### config.mk
export PLATFORM = sky130hd
export DESIGN_NAME = fpu_operand_unpack
export DESIGN_NICKNAME = d
export VERILOG_FILES = /design/src/fpu_pkg.sv /design/src/fpu_operand_unpack.sv
export SDC_FILE = /design/constraint.sdc
export NUM_CORES = 2
export LEC_CHECK = 0
export ABC_CLOCK_PERIOD_IN_PS = 8100
export BUFFER_PORTS_ARGS = -buffer_cell sky130_fd_sc_hd__buf_2
export CORE_AREA = 2 2 402 404
export CTS_CLUSTER_DIAMETER = 50
export CTS_CLUSTER_SIZE = 28
export DETAILED_ROUTE_END_ITERATION = 8
export DIE_AREA = 0 0 404 406
export PLACE_DENSITY = 0.5
export SYNTH_ARGS = -nofsm -noshare
export SYNTH_HDL_FRONTEND = slang
export SYNTH_SLANG_ARGS = --single-unit
### constraint.sdc
create_clock -name clk -period 8.1 [get_ports clk]
set_input_delay 1.215 -clock clk [delete_from_list [all_inputs] [get_ports clk]]
set_output_delay 1.215 -clock clk [all_outputs]
set_load 0.01 [all_outputs]
### src/fpu_pkg.sv
/*
 * Shared definitions for the vector FPU: operation codes, float word
 * layout with its integer view, field widths, bias and canonical NaN
 */
package fpu_pkg;

    localparam int FLOAT_EXP_WIDTH = 8;
    localparam int FLOAT_FRAC_WIDTH = 23;
    localparam int FLOAT_BIAS = 127;

    // Result for any NaN operand or invalid operation
    localparam logic [31:0] CANONICAL_NAN = 32'h7fffffff;

    typedef enum logic [2:0]
    {
        OP_FADD = 3'd0,
        OP_FSUB = 3'd1,
        OP_FMUL = 3'd2,
        OP_FCMP_LT = 3'd3,
        OP_FCMP_EQ = 3'd4,
        OP_FCMP_GT = 3'd5,
        OP_IMUL_LO = 3'd6
    } fpu_op_t;

    // One lane operand, seen either as IEEE single fields or as a plain integer
    typedef union packed
    {
        struct packed
        {
            logic sign;
            logic [FLOAT_EXP_WIDTH-1:0] exponent;
            logic [FLOAT_FRAC_WIDTH-1:0] fraction;
        } fp;
        logic [FLOAT_EXP_WIDTH+FLOAT_FRAC_WIDTH:0] word;
    } float_word_t;

endpackage

### src/fpu_operand_unpack.sv
/*
 * Stage 1: operand classification, magnitude ordering and alignment for
 * add, subtract and compare, plus product exponent and sign
 */
`timescale 1ns/1ps

module fpu_operand_unpack
    import fpu_pkg::*;
#(
    parameter int NUM_LANES = 4,
    parameter int TAG_WIDTH = 4
)
(
    input logic clk,
    input logic advance,
    input logic in_valid,
    input fpu_op_t in_op,
    input logic [TAG_WIDTH-1:0] in_tag,
    input float_word_t [NUM_LANES-1:0] in_a,
    input float_word_t [NUM_LANES-1:0] in_b,
    output fpu_op_t u_op,
    output logic [TAG_WIDTH-1:0] u_tag,
    output logic [NUM_LANES-1:0] u_swap_sign,
    output logic [NUM_LANES-1:0][7:0] u_big_exp,
    output logic [NUM_LANES-1:0][23:0] u_big_sig,
    output logic [NUM_LANES-1:0][26:0] u_small_sig_aligned,
    output logic [NUM_LANES-1:0] u_effective_subtract,
    output logic [NUM_LANES-1:0][9:0] u_mul_exp,
    output logic [NUM_LANES-1:0] u_mul_sign,
    output logic [NUM_LANES-1:0][23:0] u_mul_sig_a,
    output logic [NUM_LANES-1:0][23:0] u_mul_sig_b,
    output logic [NUM_LANES-1:0][31:0] u_int_a,
    output logic [NUM_LANES-1:0][31:0] u_int_b,
    output logic [NUM_LANES-1:0] u_nan,
    output logic [NUM_LANES-1:0] u_inf,
    output logic [NUM_LANES-1:0] u_inf_sign,
    output logic [NUM_LANES-1:0] u_zero_a,
    output logic [NUM_LANES-1:0] u_zero_b
);

    logic is_fmul;
    logic is_cmp;
    logic negate_b;

    assign is_fmul = in_op == OP_FMUL;
    assign is_cmp = in_op inside {OP_FCMP_LT, OP_FCMP_EQ, OP_FCMP_GT};
    // Subtract and all compares work on a - b
    assign negate_b = in_op != OP_FADD;

    for (genvar i = 0; i < NUM_LANES; i++)
    begin : lane_gen
        float_word_t a;
        float_word_t b;
        logic zero_a;
        logic zero_b;
        logic nan_a;
        logic nan_b;
        logic inf_a;
        logic inf_b;
        logic [23:0] sig_a;
        logic [23:0] sig_b;
        logic sign_b_eff;
        logic sub_op;
        logic swap;
        logic [7:0] exp_diff;
        logic [4:0] shift;
        logic [58:0] shifted;

        assign a = in_a[i];
        assign b = in_b[i];

        // Subnormals count as zero, so a zero exponent field means zero
        assign zero_a = a.fp.exponent == '0;
        assign zero_b = b.fp.exponent == '0;
        assign nan_a = &a.fp.exponent && |a.fp.fraction;
        assign nan_b = &b.fp.exponent && |b.fp.fraction;
        assign inf_a = &a.fp.exponent && !(|a.fp.fraction);
        assign inf_b = &b.fp.exponent && !(|b.fp.fraction);
        assign sig_a = zero_a ? '0 : {1'b1, a.fp.fraction};
        assign sig_b = zero_b ? '0 : {1'b1, b.fp.fraction};

        assign sign_b_eff = b.fp.sign ^ negate_b;
        assign sub_op = a.fp.sign ^ sign_b_eff;
        assign swap = {b.fp.exponent, sig_b} > {a.fp.exponent, sig_a};
        assign exp_diff = swap ? b.fp.exponent - a.fp.exponent : a.fp.exponent - b.fp.exponent;

        // Past 31 places every bit of the small operand lands in sticky anyway
        assign shift = exp_diff > 8'd31 ? 5'd31 : exp_diff[4:0];
        assign shifted = {(swap ? sig_a : sig_b), 35'd0} >> shift;

        always_ff @(posedge clk)
        begin
            if (advance)
            begin
                u_swap_sign[i] <= swap ? sign_b_eff : a.fp.sign;
                u_big_exp[i] <= swap ? b.fp.exponent : a.fp.exponent;
                u_big_sig[i] <= swap ? sig_b : sig_a;
                u_small_sig_aligned[i] <= {shifted[58:33], |shifted[32:0]};
                u_effective_subtract[i] <= sub_op;
                u_mul_exp[i] <= {2'b00, a.fp.exponent} + {2'b00, b.fp.exponent}
                    - 10'(FLOAT_BIAS);
                u_mul_sign[i] <= a.fp.sign ^ b.fp.sign;
                u_mul_sig_a[i] <= sig_a;
                u_mul_sig_b[i] <= sig_b;
                u_int_a[i] <= a.word;
                u_int_b[i] <= b.word;
                // inf - inf is invalid for add/sub, but compares order infinities normally
                u_nan[i] <= nan_a || nan_b || (is_fmul ? (inf_a && zero_b) || (zero_a && inf_b)
                    : !is_cmp && inf_a && inf_b && sub_op);
                u_inf[i] <= inf_a || inf_b;
                u_inf_sign[i] <= is_fmul ? a.fp.sign ^ b.fp.sign
                    : (inf_a ? a.fp.sign : sign_b_eff);
                u_zero_a[i] <= zero_a;
                u_zero_b[i] <= zero_b;
            end
        end
    end

    always_ff @(posedge clk)
    begin
        if (advance)
        begin
            u_op <= in_op;
            u_tag <= in_tag;
        end
    end

    op_code_legal: assert property (@(posedge clk)
        advance && in_valid |=> u_op inside {OP_FADD, OP_FSUB, OP_FMUL, OP_FCMP_LT,
                                             OP_FCMP_EQ, OP_FCMP_GT, OP_IMUL_LO});

endmodule

==> results.py <==
metrics = {
    "clock_tree": {
        "h-tree-depth": 3,
        "ctsLongestPathBuffers": 3,
        "cts_buffers": 94,
        "cts_tree": "built",
        "root_buffer": "clkbuf_16",
        "post_cts_buffers": 0,
        "cts_resized": 0,
        "cts_hold_buf": 0,
        "clkTransAtPathRegs_ns": 0.07,
        "cts_sinks": 763,
    },
    "global_routing": {
        "grt_max_degree": 162,
        "grt_pass1_vias": 35147,
        "grtUsageTotal_pct": 21.9,
        "antenna_found_initial": 24,
        "grt_pass1_wl_mm": 261,
        "grt.overflow.total": 0,
    },
    "yosys": {
        "synth_edf_count": 763,
        "yosysUniqueCellTypes": 99,
        "synth_area_mm2": 0.0425,
        "syn_area_per_cell_um2": 10.7,
        "synthCells": 3978,
        "ys_seq_area_share_pct": 53.9,
        "syn-num-nets": 4472,
        "ys_async_sr_fraction_pct": 0,
        "ys_ff_latch": 763,
        "yosys_warnings": 0,
        "synth_flop_cell": "edfxtp_1",
    },
    "sta": {
        "maxSlewViolCount": 0,
        "hold_viol": 0,
        "max_freq_mhz": 147,
        "min_period_ns": 6.81,
        "setup_viol": 0,
        "tightest_slew_ns": 1.22,
        "slew_headroom_pct": 18.8,
        "period_share_pct": 84.1,
        "tns_ns": 0,
        "rsz0062_at_grt": "false",
    },
    "routing": {
        "antenna_left": 0,
        "vias": 37242,
        "viasPerCell": 5.18,
        "route.detailed.drc": 0,
        "wl_per_cell_um": 26.1,
        "dr.pass1.iters": 6,
        "drt_wl_total_mm": 188,
        "dr.first_iter.drc_count": 3677,
    },
    "pwr": {
        "max-vdd-ir-drop_mv": 0.180,
        "p_leak_nw": 22.8,
        "p_per_area_mw_per_mm2": 231,
    },
    "die": {
        "start_util_pct": 26.6,
        "core.rowCount": 147,
        "coreArea_mm2": 0.160,
        "io_pins": 1029,
        "die_w_um": 404,
        "die_area_mm2": 0.164,
        "fp.dieH_um": 406,
    },
    "setup_path": {
        "critical_path_arrival_ns": 7.28,
        "crit_fanout": 22,
        "cp-end-kind": "flop",
        "cp-start-kind": "input pin",
        "setup.worst_path.class": "input pin to flop",
        "cp_data_required_time_ns": 8.57,
    },
    "worst_hold_path": {
        "holdCritStartpoint": "in_tag[1]",
        "worstHoldEndpoint": "u_tag[1]",
        "min_path_type": "input pin to flop",
        "hold_depth": 1,
    },
    "status": {
        "status": "completed",
    },
    "finish": {
        "drive_above_1_share_pct": 27.3,
        "nNetsFinal": 5513,
        "instances_no_fill": 7191,
        "syn_to_final_growth_pct": 26.6,
    },
    "place": {
        "dp_hpwl_mm": 149,
        "gp_congestion": 0.958,
        "io_buffers": 1027,
        "place_inst": 7009,
    },
    "flow_run": {
        "cap_violations": 0,
    },
}
-- worst max-delay path by stage --
stage | from | end | slack, ns | cells past startpoint
final | in_b[90] | u_small_sig_aligned[54] | 1.29 | 21
after global routing | in_b[90] | u_small_sig_aligned[54] | 1.04 | 22
after CTS | in_b[90] | u_small_sig_aligned[54] | 1.46 | 22
after detailed placement | in_b[90] | u_small_sig_aligned[54] | 0.63 | 22
after global placement | in_b[90] | u_small_sig_aligned[54] | 0.68 | 22
after floorplan | in_b[30] | u_small_sig_aligned[0] | 2.08 | 19
-- state kept, by name, indices dropped and copies added (netlist names) --
signal,count
u_big_exp,32
u_big_sig,96
u_effective_subtract,4
u_inf,4
u_inf_sign,4
u_int_a,128
u_int_b,128
u_mul_exp,40
u_mul_sig_a,96
u_mul_sig_b,96
u_mul_sign,4
u_nan,4
u_op,3
u_small_sig_aligned,108
u_swap_sign,4
u_tag,4
u_zero_a,4
u_zero_b,4
-- power breakdown --
part / internal (mW) / total (mW) / switching, mW
logic: 1.00 / 3.05 / 2.05
clock network: 2.47 / 4.46 / 1.99
registers: 4.79 / 4.91 / 0.118
-- cells in the final DEF (no fill, tap or decap), types with 29 or more instances in the layout --
cell type and n:
edfxtp_1 763, a21oi_1 249, buf_4 121, nor2b_1 29, ha_1 216, nand4_1 57, a21o_1 43, inv_1 293
xnor2_1 32, a211oi_1 64, o211ai_1 57, nand2_1 485, nor3_1 69, nor4_1 73, nand3_1 112, o21ai_0 274
o22ai_1 31, a31oi_1 36, mux2i_1 172, buf_2 1026, nor2_1 248, and2_1 53, clkbuf_16 94
-- cells by family after synthesis --
family	Yosys count	share of synthesized area [%]
XOR/XNOR	43	0.886
adder cells (fa/ha/maj)	228	6.92
multiplexers	196	4.79
AO/OA/AOI/OAI	978	14.7
buffers and inverters	505	4.73
flip-flops	763	53.9
AND/OR/NAND/NOR	1265	14.1
-- metrics by stage --
stage	cell area [um2]	total power [mW]	hold WS (ns)	setup WS [ns]	utilization (%)
global route	53800	12.9	0.615	1.04	33.7
finish	53800	12.4	0.657	1.29	33.7
floorplan	42500	6.60	1.31	2.08	-
CTS	53800	12.5	0.572	1.46	33.7
global placement	50500	8.02	1.39	0.680	31.6
detailed placement	50500	8.01	1.40	0.630	31.6
-- cells in the mapped netlist (all sizes together) (9+ instances only) --
cell | count | share of area, %
and3 | 18 | 0.28
xor2 | 10 | 0.21
inv | 293 | 2.6
nor3 | 70 | 0.84
nor4 | 74 | 1.1
and2 | 54 | 0.79
or4 | 13 | 0.24
nand2b | 25 | 0.37
xnor2 | 33 | 0.68
buf | 75 | 0.93
nand4 | 57 | 0.84
a21o | 43 | 0.76
a211o | 12 | 0.25
or3 | 19 | 0.28
nor2 | 252 | 2.2
a31oi | 37 | 0.58
mux2i | 172 | 4.1
o21a | 26 | 0.46
nor3b | 18 | 0.33
fa | 12 | 0.57
o21bai | 21 | 0.37
a21oi | 249 | 2.9
mux2 | 20 | 0.53
nand2 | 485 | 4.3
ha | 216 | 6.4
o221ai | 11 | 0.23
edfxtp | 763 | 54
a22oi | 11 | 0.21
nor2b | 29 | 0.43
o22ai | 33 | 0.50
o211ai | 57 | 1.0
o21ai | 288 | 3.4
or2 | 11 | 0.17
a211oi | 66 | 1.2
nand3 | 112 | 1.3
clkbuf | 135 | 1.2
o31ai | 13 | 0.24
a32oi | 9 | 0.19
-- per-layer routing --
metal | track usage (%) | vias up | wire (um)
li1 | - | 16883 | -
met1 | 28.9 | 18425 | 78400
met2 | 35.2 | 1693 | 86800
met3 | 5.56 | 235 | 17300
met4 | 6.97 | 6 | 5350
met5 | 0 | - | 41
-- worst max-delay path, cell delays in order --
cell and delay [ns]:
buf_2 0.17, nor4_1 0.42, nand2_1 0.57, nand2_1 0.38, inv_1 0.12, ha_1 0.30, nand4_1 0.22, nor4_1 0.32
buf_4 0.19, nand2_1 0.04, or4_1 0.47, o21ai_0 0.30, and2_2 0.49, buf_4 0.34, mux2i_1 0.30, nand2_1 0.10
a2111oi_0 0.46, mux2_2 0.24, nand4_1 0.15, a211oi_1 0.37, a31oi_1 0.07
-- cell type report --
| cell class | instances | area (um2) |
|---|---|---|
| well taps | 2086 | 2610 |
| flip-flops and latches | 763 | 22900 |
| multi-input cells | 2710 | 17600 |
| repair buffers | 1155 | 6200 |
| fillers | 16433 | 106000 |
| clock buffers | 98 | 2370 |
| clock inverters | 77 | 952 |
| inverters | 295 | 1110 |
| diodes | 7 | 17.5 |
Power figures use the tool's default switching activity.
