`src/fpu_stall_control.sv`:
```
/*
 * Pipeline occupancy bits and the global advance enable for the vector FPU
 */
`timescale 1ns/1ps

module fpu_stall_control
(
    input logic clk,
    input logic reset,
    input logic in_valid,
    input logic out_ready,
    output logic in_ready,
    output logic advance,
    output logic out_valid
);

    logic s1_valid;
    logic s2_valid;
    logic s3_valid;

    // Whole pipeline freezes only when a finished result is refused
    assign advance = !(s3_valid && !out_ready);
    assign in_ready = advance;
    assign out_valid = s3_valid;

    always_ff @(posedge clk, posedge reset)
    begin
        if (reset)
        begin
            s1_valid <= 1'b0;
            s2_valid <= 1'b0;
            s3_valid <= 1'b0;
        end
        else if (advance)
        begin
            s1_valid <= in_valid;
            s2_valid <= s1_valid;
            s3_valid <= s2_valid;
        end
    end

    out_valid_held: assert property (@(posedge clk) disable iff (reset)
        out_valid && !out_ready |=> out_valid);

endmodule

```
`config.mk`:
```
export PLATFORM = sky130hd
export DESIGN_NAME = fpu_stall_control
export DESIGN_NICKNAME = d
export VERILOG_FILES = /design/src/fpu_stall_control.sv
export SDC_FILE = /design/constraint.sdc
export NUM_CORES = 1
export LEC_CHECK = 0
export ABC_CLOCK_PERIOD_IN_PS = 1100
export BUFFER_PORTS_ARGS = -buffer_cell sky130_fd_sc_hd__buf_2
export CAP_MARGIN = 20
export CORE_AREA = 2 2 39 41
export CTS_BUF_LIST = sky130_fd_sc_hd__clkbuf_8
export DETAILED_ROUTE_END_ITERATION = 8
export DIE_AREA = 0 0 41 43
export PLACE_DENSITY = 0.3
export SLEW_MARGIN = 15
export SYNTH_ARGS = -nofsm -noshare
export SYNTH_HDL_FRONTEND = slang
export SYNTH_SLANG_ARGS = --single-unit
export TNS_END_PERCENT = 5
```
`constraint.sdc`:
```
create_clock -name clk -period 1.1 [get_ports clk]
set_clock_uncertainty 0.1 [all_clocks]
set_input_delay 0 -clock clk [delete_from_list [all_inputs] [get_ports clk]]
set_output_delay 0 -clock clk [all_outputs]
set_load 0.01 [all_outputs]
```
==> run summary, run 1 <==
status: finished clean
RSZ-0062 raised after global routing: false
Final Hold Fails: 0
WL final: 289 um
FF+latch area: 75.1 um^2
I/O Pins: 7
Power Density: 2380 nW/um^2
Seq/Total Area, Yosys: 54.5%
most numerous cell in the Yosys netlist: dfrtp_1
clock network latency to the later pin of the worst-skew pair: 0.21 ns
Reg clk slew, reported paths: 0.03 ns
Slew Limit Fails: 0
Avg Cell Area, Syn: 15.3 um^2
Max-cap violations: 0
Critical Path AT: 1.02 ns
first-pass GRT wire length: 489 um
kind of end point of the critical path: flop
Final GP Congestion: 0.483
CTS tree: yes
GR Overflow Total: 0
largest net degree at the start of global routing: 6
yosys warns: 0
number of cell rows: 14
Post-Syn Area: 138 um^2
Final ANT Viol Nets: 0
Peak VDD IR: 0.000505 V
# Post-CTS Setup Buffers: 0
CTS sink count: 3
fraction of layout cells with a size suffix above 1: 60.0%
number of buffers created by CTS: 3
Worst-Margin Slew: 0.134 ns
CP Max Fanout: 5
Syn Nets: 13
area of the multi-input gates: 51.3 um^2
DRT Pass-1 Iters: 2
Worst EP required: 1.09 ns
clk buf depth: 2
critical path class: flop to flop
DP Area: 180 um^2
setup TNS: 0 ns
synthesis-stage register bit count: 3
initial antenna violation count: 0
ant diodes: 0
Vias/cell: 3.00
setup violators final: 0
core area: 1380 um^2
DIE WIDTH: 41 um
Wirelength per Cell: 8.03 um
post-synth top area cell: dfrtp_1
vias in the first global route: 129
DIE HEIGHT: 43 um
DR iter-0 viols: 2
Fmax: 975 MHz
post-synth top area share: 54.5%
Leak: 0.127 nW
die area: 1760 um^2
Synth Instances: 9
min Tclk post-route: 1.03 ns
initial core utilization: 9.95%
Total GRT Usage: 5.02%
# port buffers: 6
# DRC: 0
Period Utilization, post-route: 93.3%
Synth Flop Type: dfrtp_1
Hold Crit Class: input port to flop
routed vias: 108
clk root buf: clkbuf_8
synth top area cells: dfrtp_1, mux2_4, nand2b_4
Synth top cells by count: dfrtp_1, mux2_4
# H-tree levels: 1
cell area after layout: 245 um^2
ys async rst share: 100%
CP startpoint kind: flop
area grow syn2layout: 78.2%
Fillers: 156
Synth cell types: 6
EDFF count, synth: 0
nets: 25
Slew headroom: 91.1%
==> metal layers <==
| layer | wire length [um] | global-route usage (%) | vias up |
|---|---|---|---|
| met5 | 0 | 0 | - |
| met4 | 10 | 6.00 | 0 |
| met3 | 47 | 4.71 | 2 |
| met2 | 123 | 6.25 | 9 |
| met1 | 108 | 3.86 | 48 |
| li1 | - | - | 49 |
==> timing repair <==
item | in CTS | in global routing
endpoints found under the hold margin | 4 | 0
gates resized for setup | 0 | 0
hold buffers | 2 | 0
==> cell usage in the layout (no fill, tap or decap) <==
cell and n:
inv_1 2, dlygate4sd3_1 2, clkbuf_8 3, buf_2 6, nand2b_4 1, dfrtp_1 3
mux2_4 2, or2b_1 1
==> stage by stage <==
step                setup slack, ns  hold WS (ns)  utilization, %  power [mW]  instances
floorplan                    0.0402        -0.346               -       0.242          9
global placement             0.0871        -0.225            13.0       0.273         30
detailed placement           0.0731        -0.222            13.0       0.272         30
CTS                          0.0624        0.0811            17.7       0.599         36
global route                 0.0327        0.0999            17.7       0.634         36
finish                       0.0739        0.0825            17.7       0.583         36
==> power by group <==
group          total [mW]  switching [mW]  internal (mW)
registers           0.163          0.0220          0.141
logic               0.112          0.0442         0.0674
clock network       0.308          0.0709          0.237
total               0.583           0.137          0.446
==> worst max-delay path, stage by stage (launching register included) <==
cell and delay (ns):
dfrtp_1 0.40, nand2b_4 0.11, mux2_4 0.30
==> sequential cells by signal, indices dropped and copies added (netlist names) <==
signal     cells
s1_valid       1
out_valid      1
s2_valid       1
==> kinds of logic (layout without fill, tap and decap cells) <==
kind of cell / Yosys count / count (layout) / share of synthesized area [%]
flip-flops: 3 / 3 / 54.5
multiplexers: 2 / 2 / 21.8
AND/OR/NAND/NOR: 2 / 2 / 15.5
buffers and inverters: 2 / 13 / 8.18
==> final cells by class <==
cell class	count	share of cell area [%]
clock buffers	3	16.8
repair buffers	8	20.4
flip-flops and latches	3	30.6
inverters	1	1.53
multi-input cells	4	20.9
well taps	16	8.16
clock inverters	1	1.53
==> final timing paths <==
kind / startpoint / to / slack (ns) / cells past startpoint
worst max register to register: out_valid$_DFFE_PP0N_ / s2_valid$_DFFE_PP0N_ / 0.07 / 2
max in group asynchronous: reset / out_valid$_DFFE_PP0N_ / 0.66 / 3
min in group asynchronous: reset / s2_valid$_DFFE_PP0N_ / 0.11 / 3
worst min register to register: s2_valid$_DFFE_PP0N_ / out_valid$_DFFE_PP0N_ / 0.37 / 1
worst max-delay path: out_valid$_DFFE_PP0N_ / s2_valid$_DFFE_PP0N_ / 0.07 / 2
worst min-delay path: out_ready / s1_valid$_DFFE_PP0N_ / 0.08 / 3
Note: power is estimated with default switching activity, not from simulation.
==> run 2, diff against run 1 <==
- ABC_CLOCK_PERIOD_IN_PS: 1100 -> 1300
- CTS_BUF_LIST: sky130_fd_sc_hd__clkbuf_8 -> sky130_fd_sc_hd__clkbuf_16
- clock period: 1.1 -> 1.3 ns (I/O delays scaled with it)
==> run 2 against run 1 <==
Compared with the run above: die area unchanged; cell area increased by 14%; critical path depth unchanged; count of clock-buffer cells in the layout unchanged; largest power group unchanged.
==> run summary, run 2 (same netlist as run 1, synthesis figures left out) <==
status: finished clean
switch share: 19.8% (-3.7 points)
cell area after layout: 279 um^2 (+14%)
Critical Path AT: 1.02 ns (about the same)
# H-tree levels: 1 (unchanged)
RSZ-0062 raised after global routing: false
DP Area: 180 um^2 (unchanged)
worst reg2reg path startpoint: out_valid$_DFFE_PP0N_
Final GP Congestion: 0.502 (+4.0%)
Gate power share: 13.1% (-6.0 points)
setup violators final: 0 (unchanged)
core area: 1380 um^2 (unchanged)
routed vias: 105 (-2.8%)
CP cell instances: nand2b_4, mux2_4
Register-to-Register Path Depth: 2 (unchanged)
Wirelength per Cell: 8.11 um (+1.0%)
Period Utilization, post-route: 78.2% (-15 points)
Worst-Margin Slew: 0.127 ns (-0.00753 ns)
number of buffers created by CTS: 3 (unchanged)
cell family with most CP delay: flip-flops
number of cell rows: 14 (unchanged)
CTS sink count: 3 (unchanged)
register-to-register path setup slack: 0.28 ns (+0.21 ns)
DRT Pass-1 Iters: 1 (-1)
Fmax: 984 MHz (+0.95%)
clk root buf: clkbuf_16
nets: 25 (unchanged)
first-pass GRT wire length: 496 um (+1.4%)
CP Max Fanout: 5 (unchanged)
Critical Path Sink: s1_valid$_DFFE_PP0N_
ant diodes: 0 (unchanged)
Reg clk slew, reported paths: 0.03 ns (about the same)
Slew Limit Fails: 0 (unchanged)
DIE HEIGHT: 43 um (unchanged)
capturing point of the worst reg2reg path: s1_valid$_DFFE_PP0N_
critical path class: flop to flop
Peak VDD IR: 0.000690 V (+37%)
# DRC: 0 (unchanged)
clk buf depth: 2 (unchanged)
CP Depth: 2 (unchanged)
Fillers: 155 (-0.64%)
Leak: 0.142 nW (+12%)
min Tclk post-route: 1.02 ns (-0.00965 ns)
most common cell after layout, fill and taps aside: buf_2
Final ANT Viol Nets: 0 (unchanged)
initial core utilization: 9.95% (unchanged)
CTS tree: yes
Max-cap violations: 0 (unchanged)
Buf+Inv Stages, Crit Path: 0 (unchanged)
clock network latency to the later pin of the worst-skew pair: 0.22 ns (about the same)
commonest non-fill, non-tap cells in the layout: buf_2, clkbuf_16, dfrtp_1
Power Internal: 0.574 mW (+29%)
Vias/cell: 2.92 (-2.8%)
Slew headroom: 91.6% (+0.50 points)
WHS: 0.0688 ns (-0.0136 ns)
NetSw: 0.142 mW (+3.6%)
fraction of layout cells with a size suffix above 1: 60.0% (unchanged)
Clk pwr share: 67.7% (+15 points)
crit path launch: out_valid$_DFFE_PP0N_
I/O Pins: 7 (unchanged)
Hold Crit Class: input port to flop
Power Density: 2560 nW/um^2 (+7.8%)
DIE WIDTH: 41 um (unchanged)
WL final: 292 um (+1.0%)
largest net degree at the start of global routing: 6 (unchanged)
crit-path max cell delay: 0.39 ns (about the same)
CTS resizes: 0 (unchanged)
Worst EP required: 1.31 ns (+0.22 ns)
DR iter-0 viols: 0 (-2)
initial antenna violation count: 0 (unchanged)
CP max-delay cell: dfrtp_1
# port buffers: 6 (unchanged)
Reg power frac: 19.2% (-8.8 points)
vias in the first global route: 110 (-15%)
Final Hold Fails: 0 (unchanged)
Total GRT Usage: 5.62% (+0.60 points)
GR Overflow Total: 0 (unchanged)
area grow syn2layout: 103%
setup TNS: 0 ns (unchanged)
die area: 1760 um^2 (unchanged)
kind of end point of the critical path: flop
CP startpoint kind: flop
## run 2: changes by cell type in the layout (fill, tap and decap cells not counted)
cell and delta:
clkbuf_16 +3, clkbuf_8 -3
## run 2: what timing repair did
item	in CTS	in global routing
buffers inserted	0	0
hold endpoints to repair	4	0
setup endpoints to repair	0	0
hold buffers	2	0
## run 2: metrics by stage
stage | instances | utilization (%) | setup WS, ns | power [mW]
4_1_cts | 36 | 20.2 | 0.271 | 0.727
3_5_place_dp | 30 | 13.0 | 0.282 | 0.228
3_3_place_gp | 30 | 13.0 | 0.299 | 0.226
2_1_floorplan | 9 | - | 0.240 | 0.205
5_1_grt | 36 | 20.2 | 0.246 | 0.757
6_report | 36 | 20.2 | 0.284 | 0.716
## run 2: worst min-delay path by stage
stage,startpoint,endpoint,slack [ns],depth (start not counted)
after floorplan,reset,out_valid$_DFFE_PP0N_,-0.35,1
after global placement,reset,out_valid$_DFFE_PP0N_,-0.23,2
after detailed placement,reset,out_valid$_DFFE_PP0N_,-0.22,2
after CTS,out_ready,s2_valid$_DFFE_PP0N_,0.07,3
after global routing,out_ready,s2_valid$_DFFE_PP0N_,0.09,3
final,out_ready,s2_valid$_DFFE_PP0N_,0.07,3
## run 2: power groups by stage
| stage | Sequential [mW] | Clock, mW | Combinational, mW |
|---|---|---|---|
| after floorplan | 0.141 | 0 | 0.0642 |
| after global placement | 0.137 | 0 | 0.0887 |
| after detailed placement | 0.138 | 0 | 0.0900 |
| after global routing | 0.141 | 0.509 | 0.107 |
| final | 0.137 | 0.484 | 0.0938 |
| after CTS | 0.138 | 0.492 | 0.0961 |
## run 2: final cells by class
type,instances,area [um^2],area share (%)
Multi-Input combinational cell,4,51.3,18.4
Timing Repair Buffer,8,50.0,17.9
Sequential cell,3,75.1,26.9
Tap cell,16,20.0,7.17
Inverter,1,3.75,1.35
Clock buffer,3,75.1,26.9
Clock inverter,1,3.75,1.35
## run 2: layer usage
layer	global-route usage, %	vias up	share of wire [%]
li1	-	49	-
met1	4.18	41	37
met2	5.00	10	32
met3	7.85	5	20
met4	8.00	0	10
met5	0	-	0
## run 2: worst reg2reg max path, cell delays in order, from the launching register on
cell and delay (ns):
dfrtp_1 0.39, nand2b_4 0.10, mux2_4 0.30
==> run 3, diff against run 2 <==
- ABC_CLOCK_PERIOD_IN_PS: 1300 -> 800
- clock period: 1.3 -> 0.8 ns (I/O delays scaled with it)
==> run 3 against run 2 <==
Compared with the run above: clock power rose by 61%; die area did not move; the run now ends with negative hold slack, negative setup slack left; largest power group unchanged; count of clock-buffer cells in the layout did not move; register-to-register slack got worse by 0.51 ns; combinational power rose by 110%.
==> run summary, run 3 (same netlist as run 1, synthesis figures left out) <==
status: finished with violations
failing checks: negative hold slack, negative setup slack
number of cell rows: 14 (unchanged)
cell area after layout: 293 um^2 (+4.9%)
min Tclk post-route: 1.03 ns (+0.00912 ns)
Vias/cell: 2.89 (-0.95%)
DRT Pass-1 Iters: 2 (+1)
Final GP Congestion: 0.563 (+12%)
Leak: 0.150 nW (+5.0%)
ant diodes: 0 (unchanged)
DIE WIDTH: 41 um (unchanged)
vias in the first global route: 116 (+5.5%)
clk buf depth: 2 (unchanged)
Final ANT Viol Nets: 0 (unchanged)
WL final: 284 um (-2.7%)
clk root buf: clkbuf_16
largest net degree at the start of global routing: 5 (-1)
Reg clk slew, reported paths: 0.03 ns (about the same)
first-pass GRT wire length: 420 um (-15%)
Wirelength per Cell: 7.89 um (-2.7%)
GR Overflow Total: 0 (unchanged)
Worst EP required: 0.80 ns (-0.51 ns)
nets: 25 (unchanged)
# port buffers: 6 (unchanged)
Slew Limit Fails: 0 (unchanged)
Critical Path AT: 1.03 ns (about the same)
Power Density: 4090 nW/um^2 (+59%)
dpl cells: 31 (+3.3%)
clock network latency to the later pin of the worst-skew pair: 0.22 ns (about the same)
setup violators final: 6 (+6)
initial antenna violation count: 0 (unchanged)
area grow syn2layout: 113%
CTS sink count: 3 (unchanged)
Slew headroom: 91.1% (-0.42 points)
Hold-fix buffers, CTS: 1 (-1)
# DRC: 0 (unchanged)
routed vias: 104 (-0.95%)
Max-cap violations: 0 (unchanged)
RSZ-0062 raised after global routing: true
Peak VDD IR: 0.00107 V (+55%)
die area: 1760 um^2 (unchanged)
Final Hold Fails: 1 (+1)
min setup slack post-route: -0.226 ns (-0.509 ns)
Fmax: 975 MHz (-0.89%)
number of buffers created by CTS: 3 (unchanged)
# H-tree levels: 1 (unchanged)
fraction of layout cells with a size suffix above 1: 65.0% (+5.0 points)
kind of end point of the critical path: flop
CP startpoint kind: flop
Total GRT Usage: 4.42% (-1.2 points)
Worst-Margin Slew: 0.133 ns (+0.00620 ns)
DR iter-0 viols: 2 (+2)
initial core utilization: 9.95% (unchanged)
Period Utilization, post-route: 128% (+50 points)
CP Max Fanout: 4 (-1)
WHS: -0.0883 ns (-0.157 ns)
Hold Crit Class: input port to flop
critical path class: flop to flop
commonest non-fill, non-tap cells in the layout: buf_2, clkbuf_16, dfrtp_1, buf_6
most common cell after layout, fill and taps aside: buf_2
DIE HEIGHT: 43 um (unchanged)
core area: 1380 um^2 (unchanged)
CTS tree: yes
Layout Cells excl Fill: 36 (unchanged)
DP Area: 188 um^2 (+4.2%)
I/O Pins: 7 (unchanged)
==> run 3: worst paths after layout <==
| path | startpoint | end | slack [ns] | depth (start not counted) |
|---|---|---|---|---|
| min in group asynchronous | reset | out_valid$_DFFE_PP0N_ | 0.09 | 3 |
| max in group asynchronous | reset | s1_valid$_DFFE_PP0N_ | 0.37 | 3 |
| setup reg to reg | out_valid$_DFFE_PP0N_ | s2_valid$_DFFE_PP0N_ | -0.23 | 2 |
| hold reg to reg | s2_valid$_DFFE_PP0N_ | out_valid$_DFFE_PP0N_ | 0.36 | 1 |
| setup / recovery | out_valid$_DFFE_PP0N_ | s2_valid$_DFFE_PP0N_ | -0.23 | 2 |
| hold / removal | in_valid | s1_valid$_DFFE_PP0N_ | -0.09 | 2 |
==> run 3: layout make-up <==
| type | instances | area, um^2 |
|---|---|---|
| Clock buffer | 3 | 75.1 |
| Tap cell | 16 | 20.0 |
| Sequential cell | 3 | 75.1 |
| Clock inverter | 1 | 3.75 |
| Inverter | 1 | 3.75 |
| Multi-Input combinational cell | 4 | 51.3 |
| Fill cell | 140 | 1090 |
| Timing Repair Buffer | 8 | 63.8 |
==> run 3: layer usage <==
layer  wire (um)  vias up  track usage (%)
met5           0        -                0
met2         104        9             4.38
met3          69        0             6.81
met1         110       45             3.55
met4           0        0             4.00
li1            -       50                -
==> run 3: stage by stage <==
step | TNS [ns] | setup slack, ns | utilization [%] | hold WS (ns) | power, mW
after global placement | -0.562 | -0.208 | 13.6 | -0.227 | 0.386
after global routing | -1.24 | -0.248 | 21.2 | -0.0827 | 1.24
final | -1.09 | -0.226 | 21.2 | -0.0883 | 1.20
after CTS | -1.15 | -0.236 | 21.2 | -0.0903 | 1.21
after floorplan | -0.705 | -0.260 | - | -0.346 | 0.333
after detailed placement | -0.566 | -0.209 | 13.6 | -0.225 | 0.384
==> run 3: timing repair <==
action                                  CTS  global route
pin swaps                                 0             0
endpoints found under the hold margin     4             1
resized for setup                         3             0
endpoints found under the setup margin    6             6
setup buffers                             0             0
==> run 3: critical path: stages (launching register included) <==
cell and delay (ns):
dfrtp_1 0.39, nand2b_4 0.11, mux2_4 0.30
==> run 3: power by group <==
group	total [mW]	switching [mW]	internal (mW)
clock	0.777	0.133	0.644
combinational	0.198	0.0698	0.128
sequential	0.222	0.0279	0.194
total	1.20	0.230	0.967
